===== config.mk =====
export PLATFORM = sky130hd
export DESIGN_NAME = mext_arbiter
export DESIGN_NICKNAME = d
export VERILOG_FILES = /design/src/design/mext_pkg.sv /design/src/design/mext_arbiter.sv
export SDC_FILE = /design/constraint.sdc
export NUM_CORES = 1
export LEC_CHECK = 0
export BUFFER_PORTS_ARGS = -buffer_cell sky130_fd_sc_hd__buf_2
export CORE_AREA = 2 2 88 90
export DETAILED_ROUTE_END_ITERATION = 8
export DIE_AREA = 0 0 90 92
export PLACE_DENSITY = 0.65
export SKIP_CTS_REPAIR_TIMING = 1
export SLEW_MARGIN = 15
export SYNTH_ARGS = -nofsm -noshare
export SYNTH_HDL_FRONTEND = slang
export SYNTH_SLANG_ARGS = --single-unit

===== constraint.sdc =====
create_clock -name clk -period 1.3 [get_ports clk]
set_clock_uncertainty 0.05 [all_clocks]
set_input_delay 0.13 -clock clk [delete_from_list [all_inputs] [get_ports clk]]
set_output_delay 0.13 -clock clk [all_outputs]
set_load 0.02 [all_outputs]

===== src/design/mext_pkg.sv =====
// Shared M-extension definitions; QUEUE_DEPTH must be a power of two of at least 2
package mext_pkg;

    // Data path width
    localparam int XLEN = 32;

    // Issuer tag carried back with every result
    localparam int TAG_W = 4;

    // Entries per lane queue
    localparam int QUEUE_DEPTH = 4;

    // Issuing execute lanes
    localparam int NUM_LANES = 2;

    // Queue pointer and occupancy widths
    localparam int PTR_W = $clog2(QUEUE_DEPTH);
    localparam int CNT_W = $clog2(QUEUE_DEPTH + 1);

    // Most negative XLEN value as the signed divide overflow dividend
    localparam logic [XLEN-1:0] XLEN_MOST_NEG = {1'b1, {(XLEN-1){1'b0}}};

    // RV32M operation codes
    typedef enum logic [3:0] {
        NONE   = 4'd0,
        MUL    = 4'd1,
        MULH   = 4'd2,
        MULHSU = 4'd3,
        MULHU  = 4'd4,
        DIV    = 4'd5,
        DIVU   = 4'd6,
        REM    = 4'd7,
        REMU   = 4'd8
    } mext_op_e;

    // One queued request, also the word that goes from arbiter to muldiv
    typedef struct packed {
        mext_op_e          op;
        logic [XLEN-1:0]   operand_1;
        logic [XLEN-1:0]   operand_2;
        logic [TAG_W-1:0]  tag;
    } mext_req_t;

endpackage


===== src/design/mext_arbiter.sv =====
// Round-robin grant between two lane queues; lane 0 wins the first contended grant after reset
module mext_arbiter
    import mext_pkg::*;
(
    input  logic       clk,
    input  logic       rst_n,
    input  logic       flush,

    input  logic       lane0_not_empty,
    input  mext_req_t  lane0_head,
    input  logic       lane1_not_empty,
    input  mext_req_t  lane1_head,

    output logic       lane0_pop,
    output logic       lane1_pop,

    output logic       grant_valid,
    output logic       grant_lane,
    output mext_req_t  grant_req
);

    // Lane that wins when both queues are pending
    logic  prio_lane;

    always_comb begin
        grant_valid = 1'b0;
        grant_lane  = 1'b0;
        if (!flush) begin
            if (lane0_not_empty && lane1_not_empty) begin
                grant_valid = 1'b1;
                grant_lane  = prio_lane;
            end else if (lane0_not_empty) begin
                grant_valid = 1'b1;
                grant_lane  = 1'b0;
            end else if (lane1_not_empty) begin
                grant_valid = 1'b1;
                grant_lane  = 1'b1;
            end
        end
    end

    assign grant_req = grant_lane ? lane1_head : lane0_head;

    assign lane0_pop = grant_valid && !grant_lane;
    assign lane1_pop = grant_valid &&  grant_lane;

    // Point away from the last winner
    always_ff @(posedge clk) begin
        if (!rst_n) begin
            prio_lane <= 1'b0;
        end else if (grant_valid) begin
            prio_lane <= !grant_lane;
        end
    end

endmodule


==> results.json <==
{
  "max_freq_mhz": 670,
  "ant_nets": 0,
  "p_sw_mw": 0.495,
  "syn_area_mm2": 0.00120,
  "vias": 1680,
  "fin_util_pct": 36.7,
  "synth.distinct_cells": 12,
  "multi_input_area_mm2": 0.00111,
  "r2r_end": "prio_lane$_SDFFE_PN0N_",
  "antenna_found_initial": 0,
  "grt_pass1_vias": 1602,
  "die_area_mm2": 0.00828,
  "placed_cells": 418,
  "via_per_inst": 3.96,
  "die_y_um": 92,
  "yosysSeqAreaShare_pct": 1.67,
  "r2r_cells": 3,
  "largest_register": "prio_lane",
  "hold_start": "rst_n",
  "switching_share_pct": 42.7,
  "grt-ovfl-total": 0,
  "violations": "setup timing",
  "hold_viol_final": 0,
  "powerDensity_mw_per_mm2": 424,
  "layout.cells.non_filler": 424,
  "hpwl_mm": 4.69,
  "n_fill_cell": 759,
  "drv_slew": 0,
  "period_share_pct": 115,
  "pwr-share-comb_pct": 96.9,
  "ys_ff_latch": 1,
  "syn_inst": 92,
  "whs_ns": 0.293,
  "drv_cap": 0,
  "fin_ws_ns": -0.192,
  "grt_pass1_wl_mm": 7.37,
  "synth_compound_area_share_pct": 1.15,
  "slew_headroom_pct": 91.3,
  "top_regs": "prio_lane: 1 flops",
  "first_iter_violations": 18,
  "largest_reg_flops": 1,
  "insertion_delay_ns": 0,
  "seq_power_share_pct": 3.1,
  "path_cells": "o21ai_4 -> buf_12 -> buf_6 -> mux2_2 -> buf_2",
  "grt_use_total_pct": 10.5,
  "gp_congestion": 0.756,
  "grt_setup_unrepaired": "yes",
  "timing.rr.start": "prio_lane$_SDFFE_PN0N_",
  "hp-class": "primary input to register",
  "crit_path_top_delay_cell": "mux2_2",
  "synth_xor_area_share_pct": 0,
  "worstPathRequired_ns": 1.12,
  "area_growth_pct": 128,
  "wire_per_inst_um": 13.3,
  "vdd_drop_max_mv": 0.207,
  "syn_area_per_cell_um2": 13.0,
  "p_int_mw": 0.664,
  "start_util_pct": 16.1,
  "critPathArrivalTime_ns": 1.31,
  "outcome": "finished with violations",
  "setup_viol": 72,
  "die_w_um": 90,
  "clkPwrFrac_pct": 0,
  "total_power_mw": 1.16,
  "synthSimpleGateAreaFrac_pct": 2.40,
  "reg2reg_slack_ns": 0.33,
  "clk_pin_slew_worst_paths_ns": 0,
  "route.detailed.drc": 0,
  "final.min_clock_period_ns": 1.49,
  "first_pass_iters": 3,
  "cpPeakStageDelay_ns": 0.35,
  "port-buffer-count": 224,
  "hold_end": "prio_lane$_SDFFE_PN0N_",
  "leakage_nw": 1.71,
  "synth_mux_area_share_pct": 86.8,
  "seqCellArea_um2": 21.3,
  "crit_type": "register to output port",
  "n_antenna_cell": 0,
  "holdPathStages": 2,
  "yosysWarnings": 0,
  "rows": 32,
  "core_mm2": 0.00745,
  "tightestPinTransition_ns": 0.130,
  "nets": 473,
  "routed_wl_mm": 5.63,
  "drive_gt1_share_pct": 97.5,
  "critPathCaptureType": "output port",
  "cp_max_fo": 9,
  "grt_max_degree": 33,
  "synth_top_family_by_area": "multiplexers",
  "io_pins": 225,
  "startpoint_type": "register",
  "synthAdderAreaFrac_pct": 0,
  "synth_nets": 241
}
## cells in the final DEF, fill, tap and decap left out
master     Yosys  routed
buf_2          1     206
mux2_4        58      61
buf_6          7      21
mux2_2        15      12
clkbuf_16      0       4
buf_4          0       4
inv_1          3       3
nor2_1         2       2
buf_12         0       2
nor2b_4        0       1
o21ai_4        0       1
nand2b_1       1       1
a21oi_1        1       1
nor2b_1        1       1
buf_16         0       1
dfxtp_2        0       1
## cells in the mapped netlist
cell      instances  area [um2]
buf_2             1        5.00
inv_1             3        11.3
mux2_2           15         169
mux2_4           58         871
nor2b_2           1        8.76
nor2b_1           1        6.26
buf_6             7        78.8
nand2b_1          1        6.26
o21ai_2           1        8.76
a21oi_1           1        5.00
dfxtp_1           1        20.0
nor2_1            2        7.51
## power by group through the flow
stage / registers, mW / clock network, mW / logic [mW]
2_1_floorplan: 0.0354 / 0 / 0.610
5_1_grt: 0.0363 / 0 / 1.19
3_3_place_gp: 0.0356 / 0 / 0.998
6_report: 0.0358 / 0 / 1.12
4_1_cts: 0.0357 / 0 / 1.01
3_5_place_dp: 0.0357 / 0 / 1.01
## worst max-delay path, delay by kind of cell (launching register included)
family,cells,cell delay (ns)
flip-flops,1,0.31
multiplexers,1,0.35
buffers and inverters,3,0.49
AO/OA/AOI/OAI,1,0.16
## how the worst max path moves through the flow
stage,start,end,depth (start not counted)
floorplan,prio_lane$_SDFFE_PN0N_,grant_req[13],4
global placement,prio_lane$_SDFFE_PN0N_,grant_req[11],4
detailed placement,prio_lane$_SDFFE_PN0N_,grant_req[3],4
CTS,prio_lane$_SDFFE_PN0N_,grant_req[11],4
global route,prio_lane$_SDFFE_PN0N_,grant_req[1],5
finish,prio_lane$_SDFFE_PN0N_,grant_req[1],5
## stage by stage
step | setup TNS, ns | setup WS, ns | cell area (um2)
floorplan | 0 | 0.00264 | 1220
global route | -13.71 | -0.227 | 2730
finish | -11.09 | -0.192 | 2730
CTS | -12.05 | -0.212 | 2460
detailed placement | -12.00 | -0.210 | 2460
global placement | -10.30 | -0.182 | 2460
## metal layers
metal / vias to the layer above / routed length, um / GRT usage, % / part of all wire [%]
li1: 803 / - / - / -
met1: 751 / 2210 / 12.7 / 39
met2: 124 / 2860 / 19.7 / 51
met3: 2 / 540 / 2.38 / 9.6
met4: 0 / 19 / 0.385 / 0.34
met5: - / 0 / 0 / 0
## cells by family after synthesis
kind of cell / after synthesis
flops: 1
buf+inv: 11
compound gates: 2
mux: 73
simple gates: 5
## area by class of cell
class	instances	share of cell area, %
Timing Repair Buffer	238	53.6
Multi-Input combinational cell	80	40.5
Tap cell	102	4.67
Sequential cell	1	0.779
Inverter	3	0.412
Power figures use the tool's default switching activity.
