--- src/design/mext_pkg.sv ---
// Shared M-extension definitions; QUEUE_DEPTH must be a power of two of at least 2
package mext_pkg;

    // Data path width
    localparam int XLEN = 32;

    // Issuer tag carried back with every result
    localparam int TAG_W = 4;

    // Entries per lane queue
    localparam int QUEUE_DEPTH = 4;

    // Issuing execute lanes
    localparam int NUM_LANES = 2;

    // Queue pointer and occupancy widths
    localparam int PTR_W = $clog2(QUEUE_DEPTH);
    localparam int CNT_W = $clog2(QUEUE_DEPTH + 1);

    // Most negative XLEN value as the signed divide overflow dividend
    localparam logic [XLEN-1:0] XLEN_MOST_NEG = {1'b1, {(XLEN-1){1'b0}}};

    // RV32M operation codes
    typedef enum logic [3:0] {
        NONE   = 4'd0,
        MUL    = 4'd1,
        MULH   = 4'd2,
        MULHSU = 4'd3,
        MULHU  = 4'd4,
        DIV    = 4'd5,
        DIVU   = 4'd6,
        REM    = 4'd7,
        REMU   = 4'd8
    } mext_op_e;

    // One queued request, also the word that goes from arbiter to muldiv
    typedef struct packed {
        mext_op_e          op;
        logic [XLEN-1:0]   operand_1;
        logic [XLEN-1:0]   operand_2;
        logic [TAG_W-1:0]  tag;
    } mext_req_t;

endpackage

--- src/design/mext_req_queue.sv ---
// Per-lane request FIFO; NONE pushes are discarded and a push when full is dropped and flagged
module mext_req_queue
    import mext_pkg::*;
(
    input  logic       clk,
    input  logic       rst_n,
    input  logic       flush,

    input  logic       push,
    input  mext_req_t  push_req,
    input  logic       pop,

    output logic       not_empty,
    output mext_req_t  head,
    output logic       overflow
);

    mext_req_t         mem [QUEUE_DEPTH];
    logic [PTR_W-1:0]  wr_ptr;
    logic [PTR_W-1:0]  rd_ptr;
    logic [CNT_W-1:0]  count;

    logic              push_has_op;
    logic              full;
    logic              do_push;
    logic              do_pop;

    assign push_has_op = push && (push_req.op != NONE);
    assign full        = (count == CNT_W'(QUEUE_DEPTH));
    assign not_empty   = (count != '0);
    assign head        = mem[rd_ptr];

    assign do_pop  = pop && not_empty;
    // A pop frees the slot in the same cycle so a full queue still takes the push
    assign do_push = push_has_op && (!full || do_pop);

    always_ff @(posedge clk) begin
        if (!rst_n || flush) begin
            wr_ptr <= '0;
            rd_ptr <= '0;
            count  <= '0;
        end else begin
            if (do_push) begin
                wr_ptr <= wr_ptr + 1'b1;
            end
            if (do_pop) begin
                rd_ptr <= rd_ptr + 1'b1;
            end
            case ({do_push, do_pop})
                2'b10:   count <= count + 1'b1;
                2'b01:   count <= count - 1'b1;
                default: count <= count;
            endcase
        end
    end

    always_ff @(posedge clk) begin
        if (do_push) begin
            mem[wr_ptr] <= push_req;
        end
    end

    // One-cycle strobe after a dropped issue
    always_ff @(posedge clk) begin
        if (!rst_n || flush) begin
            overflow <= 1'b0;
        end else begin
            overflow <= push_has_op && full && !do_pop;
        end
    end

endmodule

--- config.mk ---
export PLATFORM = sky130hd
export DESIGN_NAME = mext_req_queue
export DESIGN_NICKNAME = d
export VERILOG_FILES = /design/src/design/mext_pkg.sv /design/src/design/mext_req_queue.sv
export SDC_FILE = /design/constraint.sdc
export NUM_CORES = 1
export LEC_CHECK = 0
export CAP_MARGIN = 15
export CELL_PAD_IN_SITES_DETAIL_PLACEMENT = 1
export CELL_PAD_IN_SITES_GLOBAL_PLACEMENT = 1
export CORE_MARGIN = 2
export CORE_UTILIZATION = 45
export CTS_CLUSTER_SIZE = 10
export DETAILED_ROUTE_END_ITERATION = 10
export DONT_BUFFER_PORTS = 1
export PLACE_DENSITY = 0.64
export SLEW_MARGIN = 30
export SYNTH_ARGS = -nofsm -noshare
export SYNTH_HDL_FRONTEND = slang
export SYNTH_SLANG_ARGS = --single-unit
--- constraint.sdc ---
create_clock -name clk -period 5.2 [get_ports clk]
set_clock_uncertainty 0.2 [all_clocks]
set_input_delay 0.26 -clock clk [delete_from_list [all_inputs] [get_ports clk]]
set_output_delay 0.26 -clock clk [all_outputs]
set_load 0.02 [all_outputs]
==> impl_results.md <==
* # Post-CTS Setup Buffers at 0
* CP startpoint kind: input pin
* Clk Latency, worst-skew pair at between 0.4 and 0.5 ns
* Post-DRT Antenna Nets at 0
* Critical path endpoint: count[1]
* Initial antenna violation count at 0
* Max_slew headroom at ~51%
* NumNets Final at roughly 630
* R2r setup slk at around 2.0 ns
* Starting Density at approximately 45%
* RSZ-0062 raised after global routing: no
* Worst hold path type: in2reg
* DR pass1 iterations at 4
* Worst R2R Path Depth at 8
* Mapped cell area at between 10000 and 15000 um2
* Tcrit/Tclk final at between 60 and 70%
* Commonest non-fill, non-tap cells in the layout: 288 x edfxtp_1, 78 x dlygate4sd3_1, 72 x mux4_2
* TNS Setup at 0 ns
* Req. time, crit path at between 5 and 6 ns
* H-tree levels at 2
* Drc violations at 0
* Max incr delay on CP at between 0.6 and 0.7 ns
* Slew @ Worst Pin at around 0.73 ns
* Synthesized flop and latch total at approximately 300
* Final WL at 20820 um
* Final Max Tran Viols at 0
* FF+latch area at just under 9000 um2
* Antenna cells at 0
* Num CTS Buffers at 36
* Fmax at about 280 MHz
* Area growth from synthesis to layout at 20.22%
* CTS Buffer Depth at 3
* Max_cap viols at 0
* Synth area leader: edfxtp_1
* Routed vias at approximately 4800
* Synth top area share at about four fifths
* Ports at between 150 and 200
* Clock transition at the registers of the reported paths at about 0.05 ns
* Final Hold Fails at 0
* GPL Wtd Cong at 0.6875
* CP Max Fanout at 10
* Kind of critical path: in2reg
* Post-route cell area at 13170 um2
* Data arrival time of the worst path at 3.83 ns
* Peak VDD IR at 0.2829 mV
* Area of the multi-input gates at 2017 um2
* Commonest non-fill, non-tap cell in the layout: edfxtp_1
* Total design power at roughly 5000 uW
* Post-synth cell types at 35
* Gate Count Post-Synth at between 400 and 500
* Sink Count at 298
* Wire per inst at 23.49 um
* First-pass GRT wire length at 32800 um
* Routed vias/inst at roughly 5.4
* Reg-to-Reg End: count[1]
* Core Box Area at between 20000 and 25000 um2
* Async SR Flop Fraction at 0%
* Avg Synthesized Cell Area at ~25 um2
* Top post-synthesis cells by area: edfxtp_1 79%, mux4_2 15%, dfxtp_1 1.8%
* Sequential fraction of the synthesis area at between 80% and 90%
* Initial DRC Count at just under 200
* Overall Global Routing Usage at between 10% and 20%
* Row cnt at 57
* Placement Cell Area at 11400 um2
* CTS tree: yes
* Yosys warnings at 0
* IO Port Bufs at 0
* Syn_nets at 526
* Largest net degree at the start of global routing at 43
* Fraction of layout cells with a size suffix above 1 at between 20% and 30%
* Final setup violating endpoints at 0
* Post-synth EDFFs at 288
* Leak pwr at 0.004081 uW
* Die area at 25620 um2
* FILL cells at 2110
* Final WS setup at ~1.6 ns
* Outcome: complete, no violations
* Min Tclk post-route at around 3.6 ns
* Main synth FF type: edfxtp_1
* Vias in the first global route at about 5500
* Root Driver: clkbuf_16
* Hold Worst Slack at roughly 0.024 ns
* CP Capture Type: flip-flop
* RR Startpoint: count[0]
* Total grt overflow at 0
* Die W at roughly 160 um
* Worst Setup SP: push_req[69]
* Worst path cell trace: dlygate4sd3_1 -> o41ai_4 -> nand2_1 -> fa_1 -> nand2_1 -> nand2_1 -> dlygate4sd3_1 -> a221oi_2 -> dlygate4sd3_1
* Chip Height at 160.1 um
* Slowest-stage cell, CP: o41ai_4
* Dpl ws at between 2 and 2.5 ns
* Power Density at between 300 and 400 nW/um2
* DP HPWL at about 12000 um
* Hold Path Depth at 4
## critical path: cells and delay by family
family / cells / cell delay (ns)
AND/OR/NAND/NOR: 3 / 0.32
buffers and inverters: 3 / 1.81
adder cells (fa/ha/maj): 1 / 0.51
AO/OA/AOI/OAI: 2 / 0.92
## sequential cells by signal, indices dropped and copies added, names as in the netlist, named ones only
name	count
count	3
wr_ptr	2
rd_ptr	2
overflow	1
mem	288
## synthesized netlist by cell type, drive strengths merged, types with 2 or more instances
cell    count
edfxtp    288
mux4       72
clkbuf     13
dfxtp      10
buf         8
nor2        6
nand2       5
and2        4
ha          4
inv         4
xnor2       4
a21oi       2
a31oi       2
or3         2
## per-stage QoR
stage,cells,util (%)
6_report,886,54.65
5_1_grt,886,54.65
4_1_cts,886,54.65
3_5_place_dp,754,47.29
3_3_place_gp,751,46.97
2_1_floorplan,444,-
## worst min path at each step
stage               slack, ns         end          from
floorplan                0.16   mem[0][0]   push_req[0]
global placement         0.16  mem[3][31]  push_req[31]
detailed placement       0.16  mem[3][18]  push_req[18]
CTS                     0.002    count[0]          push
global route             0.03    count[0]          push
finish                   0.02    count[0]          push
## per-layer routing
layer,global-route usage [%],vias to the layer above,share of wire [%]
li1,-,2088,-
met1,21.57,2573,41
met2,28.91,117,53
met3,3.948,36,4.8
met4,5.119,0,1.9
met5,0,-,0
## power breakdown
group          total [uW]  internal (uW)  switching, uW
clock network        2150           1300            850
logic                 254           97.1            156
registers            2720           2700           15.2
## repair_timing
action / in CTS / in global routing
hold endpoints to repair: 298 / 0
hold buffers: 78 / 0
gates resized for setup: 0 / 0
## layout make-up
type	instances	area share, %
timing repair buffer	85	6.724
multi-input combinational	121	15.31
clock inverter	1	0.06648
clock buffer	53	7.484
sequential	298	67.22
tap	324	3.077
inverter	4	0.1140
## cell families after synthesis
kind of cell / synth area share [%]
AO/OA/AOI/OAI: 1.222
AND/OR/NAND/NOR: 1.165
XOR/XNOR: 0.3996
buffers and inverters: 0.9362
flip-flops: 80.75
multiplexers: 14.89
adder cells (fa/ha/maj): 0.6394
Power figures use the tool's default switching activity.
